### src/logic/ts_capture_defines.svh
`ifndef TS_CAPTURE_DEFINES_SVH
`define TS_CAPTURE_DEFINES_SVH

// ########################################
// stream format.
// ########################################

`define TS_BYTE_W 8
`define TS_WORD_W 32
`define TS_PACKET_LEN 188
`define TS_SYNC_BYTE 8'h47

// ########################################
// capture buffer.
// ########################################

// number of packed words held for the host.
`define TS_FIFO_DEPTH 16

`endif

### src/logic/ts_capture_pkg.sv
`default_nettype none

`include "ts_capture_defines.svh"

package ts_capture_pkg;

	// one beat of the incoming stream.
	typedef struct packed {
		logic valid;
		logic sync;
		logic [`TS_BYTE_W-1:0] data;
	} ts_byte_t;

	// packed word, byte 0 sits in the low bits.
	typedef struct packed {
		logic [`TS_WORD_W-1:0] data;
		logic [2:0] count;
		logic first;
	} ts_word_t;

	// framing counters from the monitor.
	typedef struct packed {
		logic [15:0] packets;
		logic [15:0] sync_errors;
		logic [15:0] length_errors;
	} ts_status_t;

	// ########################################
	// register map.
	// ########################################

	typedef enum logic [2:0] {
		REG_DATA = 3'd0,
		REG_INFO = 3'd1,
		REG_PACKETS = 3'd2,
		REG_SYNC_ERR = 3'd3,
		REG_LEN_ERR = 3'd4,
		REG_OVERFLOW = 3'd5,
		REG_CLEAR = 3'd6
	} ts_reg_e;

endpackage

`default_nettype wire

### src/logic/ts_capture_buffer.sv
`default_nettype none

`include "ts_capture_defines.svh"

module ts_capture_buffer (
	input logic ts_clk,
	input logic rst_n,
	input ts_capture_pkg::ts_word_t word,
	input logic word_valid,
	input ts_capture_pkg::ts_status_t status,
	output logic counters_clear,
	input logic wb_cyc,
	input logic wb_stb,
	input logic wb_we,
	input logic [2:0] wb_adr,
	input logic [31:0] wb_dat_w,
	output logic [31:0] wb_dat_r,
	output logic wb_ack
);

	localparam int PTR_W = $clog2(`TS_FIFO_DEPTH);

	ts_capture_pkg::ts_word_t mem [`TS_FIFO_DEPTH];
	ts_capture_pkg::ts_word_t head;
	ts_capture_pkg::ts_reg_e reg_sel;

	logic [PTR_W-1:0] wr_ptr;
	logic [PTR_W-1:0] rd_ptr;
	logic [PTR_W:0] level;
	logic [15:0] overflow;
	logic [31:0] rd_value;
	logic access;
	logic push;
	logic pop;

	assign reg_sel = ts_capture_pkg::ts_reg_e'(wb_adr);
	assign head = mem[rd_ptr];

	// new access only while ack is low, so one per two cycles.
	assign access = wb_cyc && wb_stb && !wb_ack;

	// full fifo drops the incoming word.
	assign push = word_valid && (level != (PTR_W + 1)'(`TS_FIFO_DEPTH));
	assign pop = access && !wb_we && (reg_sel == ts_capture_pkg::REG_DATA) && (level != '0);

	// ########################################
	// word fifo.
	// ########################################

	always_ff @(posedge ts_clk) begin
		if (push) begin
			mem[wr_ptr] <= word;
		end
	end

	always_ff @(posedge ts_clk) begin
		if (!rst_n) begin
			wr_ptr <= '0;
			rd_ptr <= '0;
			level <= '0;
		end else begin
			if (push) begin
				wr_ptr <= wr_ptr + 1'b1;
			end
			if (pop) begin
				rd_ptr <= rd_ptr + 1'b1;
			end
			case ({push, pop})
				2'b10: level <= level + 1'b1;
				2'b01: level <= level - 1'b1;
				default: level <= level;
			endcase
		end
	end

	always_ff @(posedge ts_clk) begin
		if (!rst_n) begin
			overflow <= '0;
		end else if (counters_clear) begin
			overflow <= '0;
		end else if (word_valid && !push && overflow != 16'hffff) begin
			overflow <= overflow + 16'd1;
		end
	end

	// ########################################
	// wishbone slave.
	// ########################################

	// head fields read as zero when nothing is queued.
	always_comb begin
		rd_value = '0;
		case (reg_sel)
			ts_capture_pkg::REG_DATA: begin
				if (level != '0) begin
					rd_value = head.data;
				end
			end
			ts_capture_pkg::REG_INFO: begin
				rd_value[PTR_W:0] = level;
				if (level != '0) begin
					rd_value[10:8] = head.count;
					rd_value[12] = head.first;
				end
			end
			ts_capture_pkg::REG_PACKETS: rd_value[15:0] = status.packets;
			ts_capture_pkg::REG_SYNC_ERR: rd_value[15:0] = status.sync_errors;
			ts_capture_pkg::REG_LEN_ERR: rd_value[15:0] = status.length_errors;
			ts_capture_pkg::REG_OVERFLOW: rd_value[15:0] = overflow;
			default: rd_value = '0;
		endcase
	end

	always_ff @(posedge ts_clk) begin
		if (!rst_n) begin
			wb_ack <= 1'b0;
			counters_clear <= 1'b0;
		end else begin
			wb_ack <= access;
			counters_clear <= access && wb_we && (reg_sel == ts_capture_pkg::REG_CLEAR);
		end
	end

	always_ff @(posedge ts_clk) begin
		if (access && !wb_we) begin
			wb_dat_r <= rd_value;
		end
	end

endmodule

`default_nettype wire

### src/logic/ts_capture_top.sv
`default_nettype none

`include "ts_capture_defines.svh"

module ts_capture_top (
	input logic ts_clk,
	input logic rst_n,
	input logic ts_valid,
	input logic ts_sync,
	input logic [`TS_BYTE_W-1:0] ts_data,
	input logic wb_cyc,
	input logic wb_stb,
	input logic wb_we,
	input logic [2:0] wb_adr,
	input logic [31:0] wb_dat_w,
	output logic [31:0] wb_dat_r,
	output logic wb_ack
);

	ts_capture_pkg::ts_byte_t stream;
	ts_capture_pkg::ts_word_t word;
	ts_capture_pkg::ts_status_t status;
	logic word_valid;
	logic counters_clear;

	// both blocks see the same bytes.
	assign stream.valid = ts_valid;
	assign stream.sync = ts_sync;
	assign stream.data = ts_data;

	ts_word_packer u_packer (
		.ts_clk(ts_clk),
		.rst_n(rst_n),
		.stream(stream),
		.word(word),
		.word_valid(word_valid)
	);

	ts_sync_monitor u_monitor (
		.ts_clk(ts_clk),
		.rst_n(rst_n),
		.stream(stream),
		.counters_clear(counters_clear),
		.status(status)
	);

	ts_capture_buffer u_buffer (
		.ts_clk(ts_clk),
		.rst_n(rst_n),
		.word(word),
		.word_valid(word_valid),
		.status(status),
		.counters_clear(counters_clear),
		.wb_cyc(wb_cyc),
		.wb_stb(wb_stb),
		.wb_we(wb_we),
		.wb_adr(wb_adr),
		.wb_dat_w(wb_dat_w),
		.wb_dat_r(wb_dat_r),
		.wb_ack(wb_ack)
	);

endmodule

`default_nettype wire

### src/logic/ts_sync_monitor.sv
`default_nettype none

`include "ts_capture_defines.svh"

module ts_sync_monitor (
	input logic ts_clk,
	input logic rst_n,
	input ts_capture_pkg::ts_byte_t stream,
	input logic counters_clear,
	output ts_capture_pkg::ts_status_t status
);

	// one bit of headroom so an overlong packet is still seen.
	localparam int LEN_W = $clog2(`TS_PACKET_LEN) + 1;

	logic [LEN_W-1:0] pkt_len;
	logic pkt_open;
	logic sync_seen;
	logic bad_sync;
	logic bad_len;

	function automatic logic [15:0] sat_inc(input logic [15:0] value);
		return (value == 16'hffff) ? value : value + 16'd1;
	endfunction

	assign sync_seen = stream.valid && stream.sync;
	assign bad_sync = stream.data != `TS_SYNC_BYTE;
	assign bad_len = pkt_open && (pkt_len != LEN_W'(`TS_PACKET_LEN));

	// ########################################
	// packet length tracking.
	// ########################################

	always_ff @(posedge ts_clk) begin
		if (!rst_n) begin
			pkt_len <= '0;
			pkt_open <= 1'b0;
		end else if (stream.valid) begin
			if (stream.sync) begin
				pkt_len <= LEN_W'(1);
				pkt_open <= 1'b1;
			end else if (pkt_open && pkt_len != '1) begin
				pkt_len <= pkt_len + 1'b1;
			end
		end
	end

	// ########################################
	// counters.
	// ########################################

	// clear leaves the open packet alone.
	always_ff @(posedge ts_clk) begin
		if (!rst_n) begin
			status <= '0;
		end else if (counters_clear) begin
			status <= '0;
		end else if (sync_seen) begin
			status.packets <= sat_inc(status.packets);
			if (bad_sync) begin
				status.sync_errors <= sat_inc(status.sync_errors);
			end
			if (bad_len) begin
				status.length_errors <= sat_inc(status.length_errors);
			end
		end
	end

endmodule

`default_nettype wire

### src/logic/ts_word_packer.sv
`default_nettype none

`include "ts_capture_defines.svh"

module ts_word_packer (
	input logic ts_clk,
	input logic rst_n,
	input ts_capture_pkg::ts_byte_t stream,
	output ts_capture_pkg::ts_word_t word,
	output logic word_valid
);

	logic [1:0] lane;
	logic acc_first;
	logic [`TS_WORD_W-1:0] acc_data;
	logic [`TS_WORD_W-1:0] lane_data;
	logic close_early;
	logic close_full;

	// a sync byte closes whatever partial word is held.
	assign close_early = stream.valid && stream.sync && (lane != 2'd0);
	assign close_full = stream.valid && !close_early && (lane == 2'd3);

	// incoming byte moved into its lane.
	assign lane_data = `TS_WORD_W'(stream.data) << (lane * `TS_BYTE_W);

	// ########################################
	// lane tracking.
	// ########################################

	always_ff @(posedge ts_clk) begin
		if (!rst_n) begin
			lane <= 2'd0;
			acc_first <= 1'b0;
			word_valid <= 1'b0;
		end else begin
			word_valid <= close_early || close_full;
			if (stream.valid) begin
				if (close_early) begin
					// sync byte already sits in lane 0.
					lane <= 2'd1;
					acc_first <= 1'b1;
				end else begin
					lane <= lane + 2'd1;
					if (lane == 2'd0) begin
						acc_first <= stream.sync;
					end
				end
			end
		end
	end

	// ########################################
	// word assembly.
	// ########################################

	always_ff @(posedge ts_clk) begin
		if (close_early) begin
			word.data <= acc_data;
			word.count <= {1'b0, lane};
			word.first <= acc_first;
		end else if (close_full) begin
			word.data <= acc_data | lane_data;
			word.count <= 3'd4;
			word.first <= acc_first;
		end

		// a new word starts from zero, so unused lanes stay clear.
		if (stream.valid) begin
			if (close_early || lane == 2'd0) begin
				acc_data <= `TS_WORD_W'(stream.data);
			end else begin
				acc_data <= acc_data | lane_data;
			end
		end
	end

endmodule

`default_nettype wire

### config.mk
export PLATFORM = sky130hd
export DESIGN_NAME = ts_capture_top
export DESIGN_NICKNAME = d
export VERILOG_FILES = /design/src/logic/ts_capture_pkg.sv /design/src/logic/ts_capture_buffer.sv /design/src/logic/ts_capture_top.sv /design/src/logic/ts_sync_monitor.sv /design/src/logic/ts_word_packer.sv
export VERILOG_INCLUDE_DIRS = /design/src /design/src/logic
export SDC_FILE = /design/constraint.sdc
export NUM_CORES = 1
export LEC_CHECK = 0
export ABC_AREA = 1
export BUFFER_PORTS_ARGS = -buffer_cell sky130_fd_sc_hd__buf_4
export CORE_MARGIN = 3
export CORE_UTILIZATION = 40
export DETAILED_ROUTE_END_ITERATION = 16
export GPL_ROUTABILITY_DRIVEN = 0
export PLACE_DENSITY = 0.59
export SLEW_MARGIN = 5
export SYNTH_ARGS = -nofsm -noshare
export SYNTH_HDL_FRONTEND = slang
export SYNTH_SLANG_ARGS = --single-unit
export TNS_END_PERCENT = 100
### constraint.sdc
create_clock -name ts_clk -period 5.4 [get_ports ts_clk]
set_clock_uncertainty 0.2 [all_clocks]
set_input_delay 1.08 -clock ts_clk [delete_from_list [all_inputs] [get_ports ts_clk]]
set_output_delay 1.08 -clock ts_clk [all_outputs]
set_load 0.005 [all_outputs]
==> metrics.md, run 1 <==
| Metric | Value |
|---|---|
| Status | finished, final reports clean |
| Diode count | 0 |
| Area leader, netlist | edfxtp_1 |
| CTS max path bufs | 3 |
| Max stage delay on crit path | 0.72 ns |
| Largest family of logic cells by synthesized area | compound AO/OA/AOI/OAI gates |
| Last element of the critical path | u_buffer.wb_dat_r[5]$_DFFE_PP_ |
| DIE HEIGHT | between 200 and 300 um |
| Cells along the critical path | clkinv_2 -> buf_4 -> o21ai_0 -> o22ai_1 -> o21ai_0 -> o21ai_0 -> nand2_1 -> nand2_1 |
| Cell mode on critical path | o21ai_0 |
| Antenna Nets Post-Route | 0 |
| Leakage | 11.9 nW |
| GRT Resource Usage Total | 20.0% |
| # rows | 102 |
| Max Cap Viol | 0 |
| Post-synth top flop | edfxtp_1 |
| Hold violation count in the final report | 0 |
| RSZ-0062 raised after global routing | no |
| Final setup TNS | 0 ns |
| Detailed-route via count | approximately 21000 |
| DIE AREA | 0.0832 mm^2 |
| Post-synthesis sequential area ratio | a little over two thirds |
| Adder-cell area share of the yosys netlist | 0.628% |
| Post-synth EDFFs | between 600 and 700 |
| Final cell count without fillers | 3874 |
| Post-CTS Setup Inserts | 0 |
| Cell Area, Synth | about 0.032 mm^2 |
| DR WL/cell | 21.6 um |
| Total CTS buffers | 81 |
| Post-Synth XOR/XNOR Area | 0.934% |
| Top-area cell type share of the netlist area | 63.6% |
| Starting Density | 40.8% |
| Final WL | around 84 mm |
| Crit path DAT | 3.48 ns |
| Worst-path clk slew | roughly 0.060 ns |
| Root Buffer | clkbuf_16 |
| Pin count of the biggest net entering global routing | 222 |
| Flip-flop and latch count after synthesis | just under 800 |
| Number of global-route vias before repair | ~21000 |
| Simple-Gate Fraction of Synth Area | 11.6% |
| Fin Hold WS | 0.277 ns |
| Layout cells sized above 1 | 9.39% |
| Port Buf Inserts | 50 |
| Syn nets | 2815 |
| CP Data Required Time | 5.57 ns |
| Total global routing overflow | 0 |
| R2R Setup Slk | 2.09 ns |
| TritonCTS sink count | 773 |
| Crit Path Class | reg2reg |
| Final Power | 0.0124 W |
| DP Wirelength | approximately 47 mm |
| Core ar. | 0.0782 mm^2 |
| Tmin final | about 3.3 ns |
| Initial antenna violation count | 0 |
| Critical Path Slowest Stage Cell | dfxtp_4 |
| FMAX | roughly 300 MHz |
| Nets@finish | 2833 |
| CTS tree | done |
| Fin. max-slew vios | 0 |
| Mean area per synthesized cell | 11.6 um^2 |
| Width of the die | 288 um |
| HP Class | reg2reg |
| Routed vias/inst | 5.53 |
| Final setup viols | 0 |
| Synth async-reset ratio | 0% |
| # H-tree levels | 3 |
| VDD IR max | between 200 and 250 uV |
| Synth cell types | 42 |
| Startpoint class of the critical path | register |
| Post-CTS Hold Fix Bufs | 0 |
| Worst Tran Pin Value | around 1.2 ns |
| Io pins | 83 |
| Final period util | 61.3% |
| Synth Instances | 2749 |
| Worst skew pair latency | 0.64 ns |
| Post-CTS sizing | 0 |
| Initial DRC Count | 2160 |
| Pwr Density | ~350 mW/mm^2 |
| Synthesis-to-layout area growth | 12.7% |
| Post-synth top cells | edfxtp_1, nor2_1, o21ai_0 |
| Synth Area in Compound Gates | between 10% and 20% |
| Most common cell in the netlist | edfxtp_1 |
| Worst R2R End | u_buffer.wb_dat_r[5]$_DFFE_PP_ |
| Rel. slew slack | 18.1% |
| Worst Path Buf+Inv | 2 |
| R2R depth | 8 |
| 1st-pass router iterations | 5 |
| Critical path's top delay family | buffers and inverters |
| Top cells by area, synth | edfxtp_1, dfxtp_1, o21ai_0 |
| Yosys warning count | 0 |
| Placed cells | 3724 |
| First-pass GRT wire length | 126 mm |
| DR DRC count | 0 |
| WP depth | 8 |
| Crit-path max FO | 56 |
| Mux cell area share after synthesis | 0% |
| Critical Path End Type | register |
## cell usage in the layout (no fill, tap or decap), types with 41 or more instances in the layout
cell type,netlist,final
o21ai_0,341,341
o221ai_1,53,53
dfxtp_1,98,94
nor2_1,418,401
o22ai_1,86,86
buf_4,10,86
edfxtp_1,675,675
nor3_1,41,41
a21oi_1,115,115
inv_1,140,138
nand3_1,76,76
nand2_1,323,322
clkbuf_16,0,81
## per-layer routing
layer | part of all wire [%] | GRT usage (%) | wire [um] | vias to the layer above
met5 | 0 | 0 | 0 | -
met3 | 6.4 | 2.72 | 5320 | 118
met2 | 48 | 32.8 | 40100 | 754
met1 | 43 | 28.0 | 36300 | 10554
li1 | - | - | - | 10000
met4 | 2.3 | 5.86 | 1930 | 0
## sequential cells by signal (all words and copies together), names as in the netlist, named ones only
| name | cells |
|---|---|
| u_buffer.wr_ptr | 4 |
| u_packer.acc_first | 1 |
| u_monitor.status | 48 |
| u_buffer.wb_ack | 1 |
| u_monitor.pkt_open | 1 |
| u_packer.lane | 2 |
| u_buffer.wb_dat_r | 32 |
| u_buffer.rd_ptr | 4 |
| u_buffer.level | 5 |
| u_buffer.counters_clear | 1 |
| u_packer.word_valid | 1 |
| u_monitor.pkt_len | 9 |
| u_buffer.mem | 576 |
| u_packer.acc_data | 32 |
| u_packer.word | 36 |
| u_buffer.overflow | 16 |
## metrics by stage
step           utilization, %  setup WS, ns  cell area, um^2
4_1_cts                  45.9          2.08            35900
5_1_grt                  45.9          1.90            35900
3_5_place_dp             42.5          1.58            33300
3_3_place_gp             42.5          1.60            33300
2_1_floorplan               -          2.35            31900
6_report                 45.9          2.09            35900
## power by group
part,switching [W],internal (W)
Clock,0.00233,0.00321
Sequential,0.0000796,0.00654
Combinational,0.000186,0.0000773
Total,0.00260,0.00983
## how the worst min path moves through the flow
| stage | startpoint | to | slack [ns] | cells past startpoint |
|---|---|---|---|---|
| after floorplan | u_buffer.rd_ptr[3]$_SDFFE_PN0P_ | register | 0.25 | 2 |
| after global placement | u_buffer.rd_ptr[3]$_SDFFE_PN0P_ | register | 0.25 | 2 |
| after detailed placement | u_buffer.rd_ptr[3]$_SDFFE_PN0P_ | register | 0.27 | 2 |
| after CTS | u_buffer.rd_ptr[3]$_SDFFE_PN0P_ | register | 0.28 | 2 |
| after global routing | u_buffer.overflow[13]$_SDFFE_PP0P_ | u_buffer.overflow[13]$_SDFFE_PP0P_ | 0.31 | 2 |
| final | u_monitor.status[12]$_SDFFE_PP0P_ | u_monitor.status[12]$_SDFFE_PP0P_ | 0.28 | 2 |
## cells by family after synthesis
group,Yosys count
and+or+nand+nor,902
xor gates and xnor gates,34
adders and majority gates,16
AOI/OAI and AO/OA,721
buffers and inverters,303
DFF,773
## cell type report
class,instances,area [um^2]
inverters,150,569
clock buffers,95,2110
clock inverters,55,553
well taps,1040,1300
flip-flops and latches,773,22200
fillers,6985,42300
multi-input cells,1673,8470
repair buffers,88,686
## worst min-delay path: cells and delay by family (launching register included)
kind / cells / cell delay (ns)
DFF: 1 / 0.31
AOI/OAI and AO/OA: 1 / 0.05
and+or+nand+nor: 1 / 0.06
Note: power is estimated with default switching activity, not from simulation.
==> run 2: changes to the inputs <==
--- a/config.mk
+++ b/config.mk
@@ -6,7 +6,7 @@
 export SDC_FILE = /design/constraint.sdc
 export NUM_CORES = 1
 export LEC_CHECK = 0
-export ABC_AREA = 1
+export ABC_AREA = 0
 export BUFFER_PORTS_ARGS = -buffer_cell sky130_fd_sc_hd__buf_4
 export CORE_MARGIN = 3
 export CORE_UTILIZATION = 40
==> constraint.sdc (replaced) <==
create_clock -name ts_clk -period 3.2 [get_ports ts_clk]
set_clock_uncertainty 0.2 [all_clocks]
set_input_delay 0.64 -clock ts_clk [delete_from_list [all_inputs] [get_ports ts_clk]]
set_output_delay 0.64 -clock ts_clk [all_outputs]
set_load 0.005 [all_outputs]
==> metrics.md, run 2 <==
| Metric | Value |
|---|---|
| Synth Area in Compound Gates | 3.58% (was 13.1%) |
| Core Util, Final | 47.0% (was 45.9%) |
| Core ar. | 0.0752 mm^2 (was 0.0782 mm^2) |
| Crit path DAT | 3.29 ns (was 3.48 ns) |
| Placement Setup Slack | 0.0957 ns (was 1.58 ns) |
| CP Data Required Time | 3.53 ns (was 5.57 ns) |
| Starting Density | 40.7% (was 40.8%) |
| Crit Path Class | reg2reg (unchanged) |
| Post-CTS Setup Inserts | 0 (unchanged) |
| Top-area cell type share of the netlist area | 66.2% (was 63.6%) |
| Worst skew pair latency | 0.61 ns (was 0.64 ns) |
| Worst R2R Start | u_buffer.level[0]$_SDFFE_PN0P_ |
| Synth Instances | 1678 (was 2749) |
| Worst-path clk slew | 0.06 ns (about the same) |
| Routed vias/inst | 5.52 (was 5.53) |
| DR WL/cell | 24.3 um (was 21.6 um) |
| Synth async-reset ratio | 0% (unchanged) |
| Io pins | 83 (unchanged) |
| Hold violation count in the final report | 0 (unchanged) |
| Most common cell in the netlist | edfxtp_1 (unchanged) |
| Fill cell count | 6310 (was 6985) |
| # H-tree levels | 3 (unchanged) |
| Final WL | 69.7 mm (was 83.7 mm) |
| Total CTS buffers | 79 (was 81) |
| First-pass GRT wire length | 105 mm (was 126 mm) |
| Width of the die | 283 um (was 288 um) |
| DP Area | 0.0328 mm^2 (was 0.0333 mm^2) |
| Area leader, netlist | edfxtp_1 (unchanged) |
| # rows | 100 (was 102) |
| Worst Tran Pin Value | 1.13 ns (was 1.23 ns) |
| Flip-flop and latch count after synthesis | 773 (unchanged) |
| Total global routing overflow | 0 (unchanged) |
| Rel. slew slack | 23.9% (was 18.1%) |
| Max Cap Viol | 0 (unchanged) |
| RSZ-0062 raised after global routing | no (unchanged) |
| Adder-cell area share of the yosys netlist | 0.653% (was 0.628%) |
| Worst setup startpoint | u_buffer.level[0]$_SDFFE_PN0P_ |
| Placed cells | 2727 (was 3724) |
| Initial DRC Count | 1205 (was 2160) |
| CTS max path bufs | 3 (unchanged) |
| Detailed-route via count | 15853 (was 21426) |
| Top cells by area, synth | edfxtp_1, mux4_2, dfxtp_1 (was edfxtp_1, dfxtp_1, o21ai_0) |
| Simple-Gate Fraction of Synth Area | 5.55% (was 11.6%) |
| FMAX | 338 MHz (was 302 MHz) |
| Number of global-route vias before repair | 16334 (was 20890) |
| Post-synth top cells | edfxtp_1, mux4_2, nor2_1 (was edfxtp_1, nor2_1, o21ai_0) |
| Crit path setup slack, layout | 0.242 ns (was 2.09 ns) |
| Antenna Nets Post-Route | 0 (unchanged) |
| GRT Resource Usage Total | 17.8% (was 20.0%) |
| Biggest registers after layout | u_buffer.mem: 576 flops, u_monitor.status: 48 flops, u_packer.word: 36 flops (unchanged) |
| DP Wirelength | 40.0 mm (was 46.9 mm) |
| Post-Synth XOR/XNOR Area | 1.92% (was 0.934%) |
| Pwr Density | 579 mW/mm^2 (was 346 mW/mm^2) |
| Pin count of the biggest net entering global routing | 50 (was 222) |
| Fin. max-slew vios | 0 (unchanged) |
| Cell Area, Synth | 0.0306 mm^2 (was 0.0319 mm^2) |
| Root Buffer | clkbuf_16 (unchanged) |
| 1st-pass router iterations | 5 (unchanged) |
| TritonCTS sink count | 773 (unchanged) |
| Post-CTS sizing | 0 (unchanged) |
| Final setup viols | 0 (unchanged) |
| Layout cells sized above 1 | 24.1% (was 9.39%) |
| Yosys warning count | 0 (unchanged) |
| Initial antenna violation count | 4 (was 0) |
| Status | finished, final reports clean (unchanged) |
| Post-synth EDFFs | 675 (unchanged) |
| Syn nets | 1744 (was 2815) |
| Most flop-heavy register | u_buffer.mem (unchanged) |
| VDD IR max | 372 uV (was 226 uV) |
| Final cell count without fillers | 2871 (was 3874) |
| Final period util | 92.4% (was 61.3%) |
| DIE HEIGHT | 283 um (was 288 um) |
| Synth cell types | 63 (was 42) |
| Post-CTS Hold Fix Bufs | 0 (unchanged) |
| Tmin final | 2.96 ns (was 3.31 ns) |
| Port Buf Inserts | 50 (unchanged) |
| Nets@finish | 1854 (was 2833) |
| Mux cell area share after synthesis | 14.3% (was 0%) |
| DIE AREA | 0.0799 mm^2 (was 0.0832 mm^2) |
| Critical Path End Type | register (unchanged) |
| Final Cell Area | 0.0354 mm^2 (was 0.0359 mm^2) |
| Post-synthesis sequential area ratio | 72.6% (was 69.7%) |
| Hold path start | wb_stb (was u_monitor.status[12]$_SDFFE_PP0P_) |
| Largest family of logic cells by synthesized area | multiplexers (was compound AO/OA/AOI/OAI gates) |
| Mean area per synthesized cell | 18.3 um^2 (was 11.6 um^2) |
| Leakage | 11.1 nW (was 11.9 nW) |
| Crit-path max FO | 3 (was 56) |
| Synthesis-to-layout area growth | 15.5% (was 12.7%) |
| Most frequent cells in the layout | edfxtp_1, mux4_2, nor2_1 (was edfxtp_1, nor2_1, o21ai_0) |
| Multi-input gate area | 0.00813 mm^2 (was 0.00847 mm^2) |
| Commonest non-fill, non-tap cell in the layout | edfxtp_1 (unchanged) |
| Final setup TNS | 0 ns (unchanged) |
| HP Class | in2reg (was reg2reg) |
| FF+latch area | 0.0222 mm^2 (unchanged) |
| DR DRC count | 0 (unchanged) |
| Startpoint class of the critical path | register (unchanged) |
| Largest register FFs | 576 (unchanged) |
| CTS tree | done (unchanged) |
| Post-synth top flop | edfxtp_1 (unchanged) |
## run 2: cell count changes after synthesis, moves of 37 or more
cell | previous run | this run
nand2_1 | 323 | 63
inv_1 | 140 | 14
mux4_2 | 0 | 176
o21ai_0 | 341 | 13
nand3_1 | 76 | 24
o22ai_1 | 86 | 2
o221ai_1 | 53 | 9
mux2i_1 | 0 | 37
nor2_1 | 418 | 139
a22o_1 | 0 | 40
a21oi_1 | 115 | 43
## run 2: cell families (layout without fill, tap and decap cells)
family,after synthesis,in the layout
simple gates,350,350
buf+inv,104,274
other cells,0,3
fa+ha+maj,16,16
compound gates,151,151
mux,217,217
flops,773,773
xor+xnor,67,67
## run 2: path summary, 6_finish.rpt
kind | endpoint | cells after the start | slack [ns]
max | u_buffer.level[4]$_SDFFE_PN0P_ | 11 | 0.24
min | u_buffer.wb_ack$_SDFF_PN0_ | 3 | 0.15
max reg2reg | u_buffer.level[4]$_SDFFE_PN0P_ | 11 | 0.24
min reg2reg | u_packer.acc_first$_SDFFE_PN0P_ | 2 | 0.29
## run 2: power breakdown
| part | switching (W) | total, W | internal [W] |
|---|---|---|---|
| clock network | 0.00376 | 0.00898 | 0.00522 |
| registers | 0.000118 | 0.0111 | 0.0110 |
| logic | 0.000233 | 0.000370 | 0.000137 |
| total | 0.00411 | 0.0205 | 0.0164 |
## run 2: critical path, cell delays in order (launching register included)
cell and delay, ns:
dfxtp_1 0.33, nor4_4 0.42, a2111oi_4 0.13, and2_1 0.20, ha_1 0.24, xor2_1 0.15, ha_1 0.21, nor3_1 0.17
a21oi_1 0.08, o22a_1 0.22, o31ai_1 0.34, mux2i_1 0.21
## run 2: layer usage
| layer | track usage [%] | vias to the layer above | part of all wire (%) |
|---|---|---|---|
| met5 | 0 | - | 0 |
| met4 | 5.08 | 0 | 2.1 |
| met3 | 3.30 | 99 | 5.7 |
| met2 | 29.4 | 462 | 50 |
| met1 | 24.2 | 8363 | 42 |
| li1 | - | 6929 | - |
## run 2: layout make-up
| class | instances | share of cell area (%) |
|---|---|---|
| Inverter | 15 | 0.159 |
| Clock buffer | 101 | 6.17 |
| Sequential cell | 773 | 62.9 |
| Tap cell | 1020 | 3.61 |
| Multi-Input combinational cell | 801 | 23.0 |
| Antenna cell | 3 | 0.0212 |
| Timing Repair Buffer | 118 | 3.21 |
| Clock inverter | 40 | 0.955 |
## run 2: metrics by stage
stage | hold WS, ns | total power (W)
2_1_floorplan | 0.248 | 0.0115
3_3_place_gp | 0.270 | 0.0117
3_5_place_dp | 0.284 | 0.0117
4_1_cts | 0.117 | 0.0207
5_1_grt | 0.132 | 0.0212
6_report | 0.146 | 0.0205
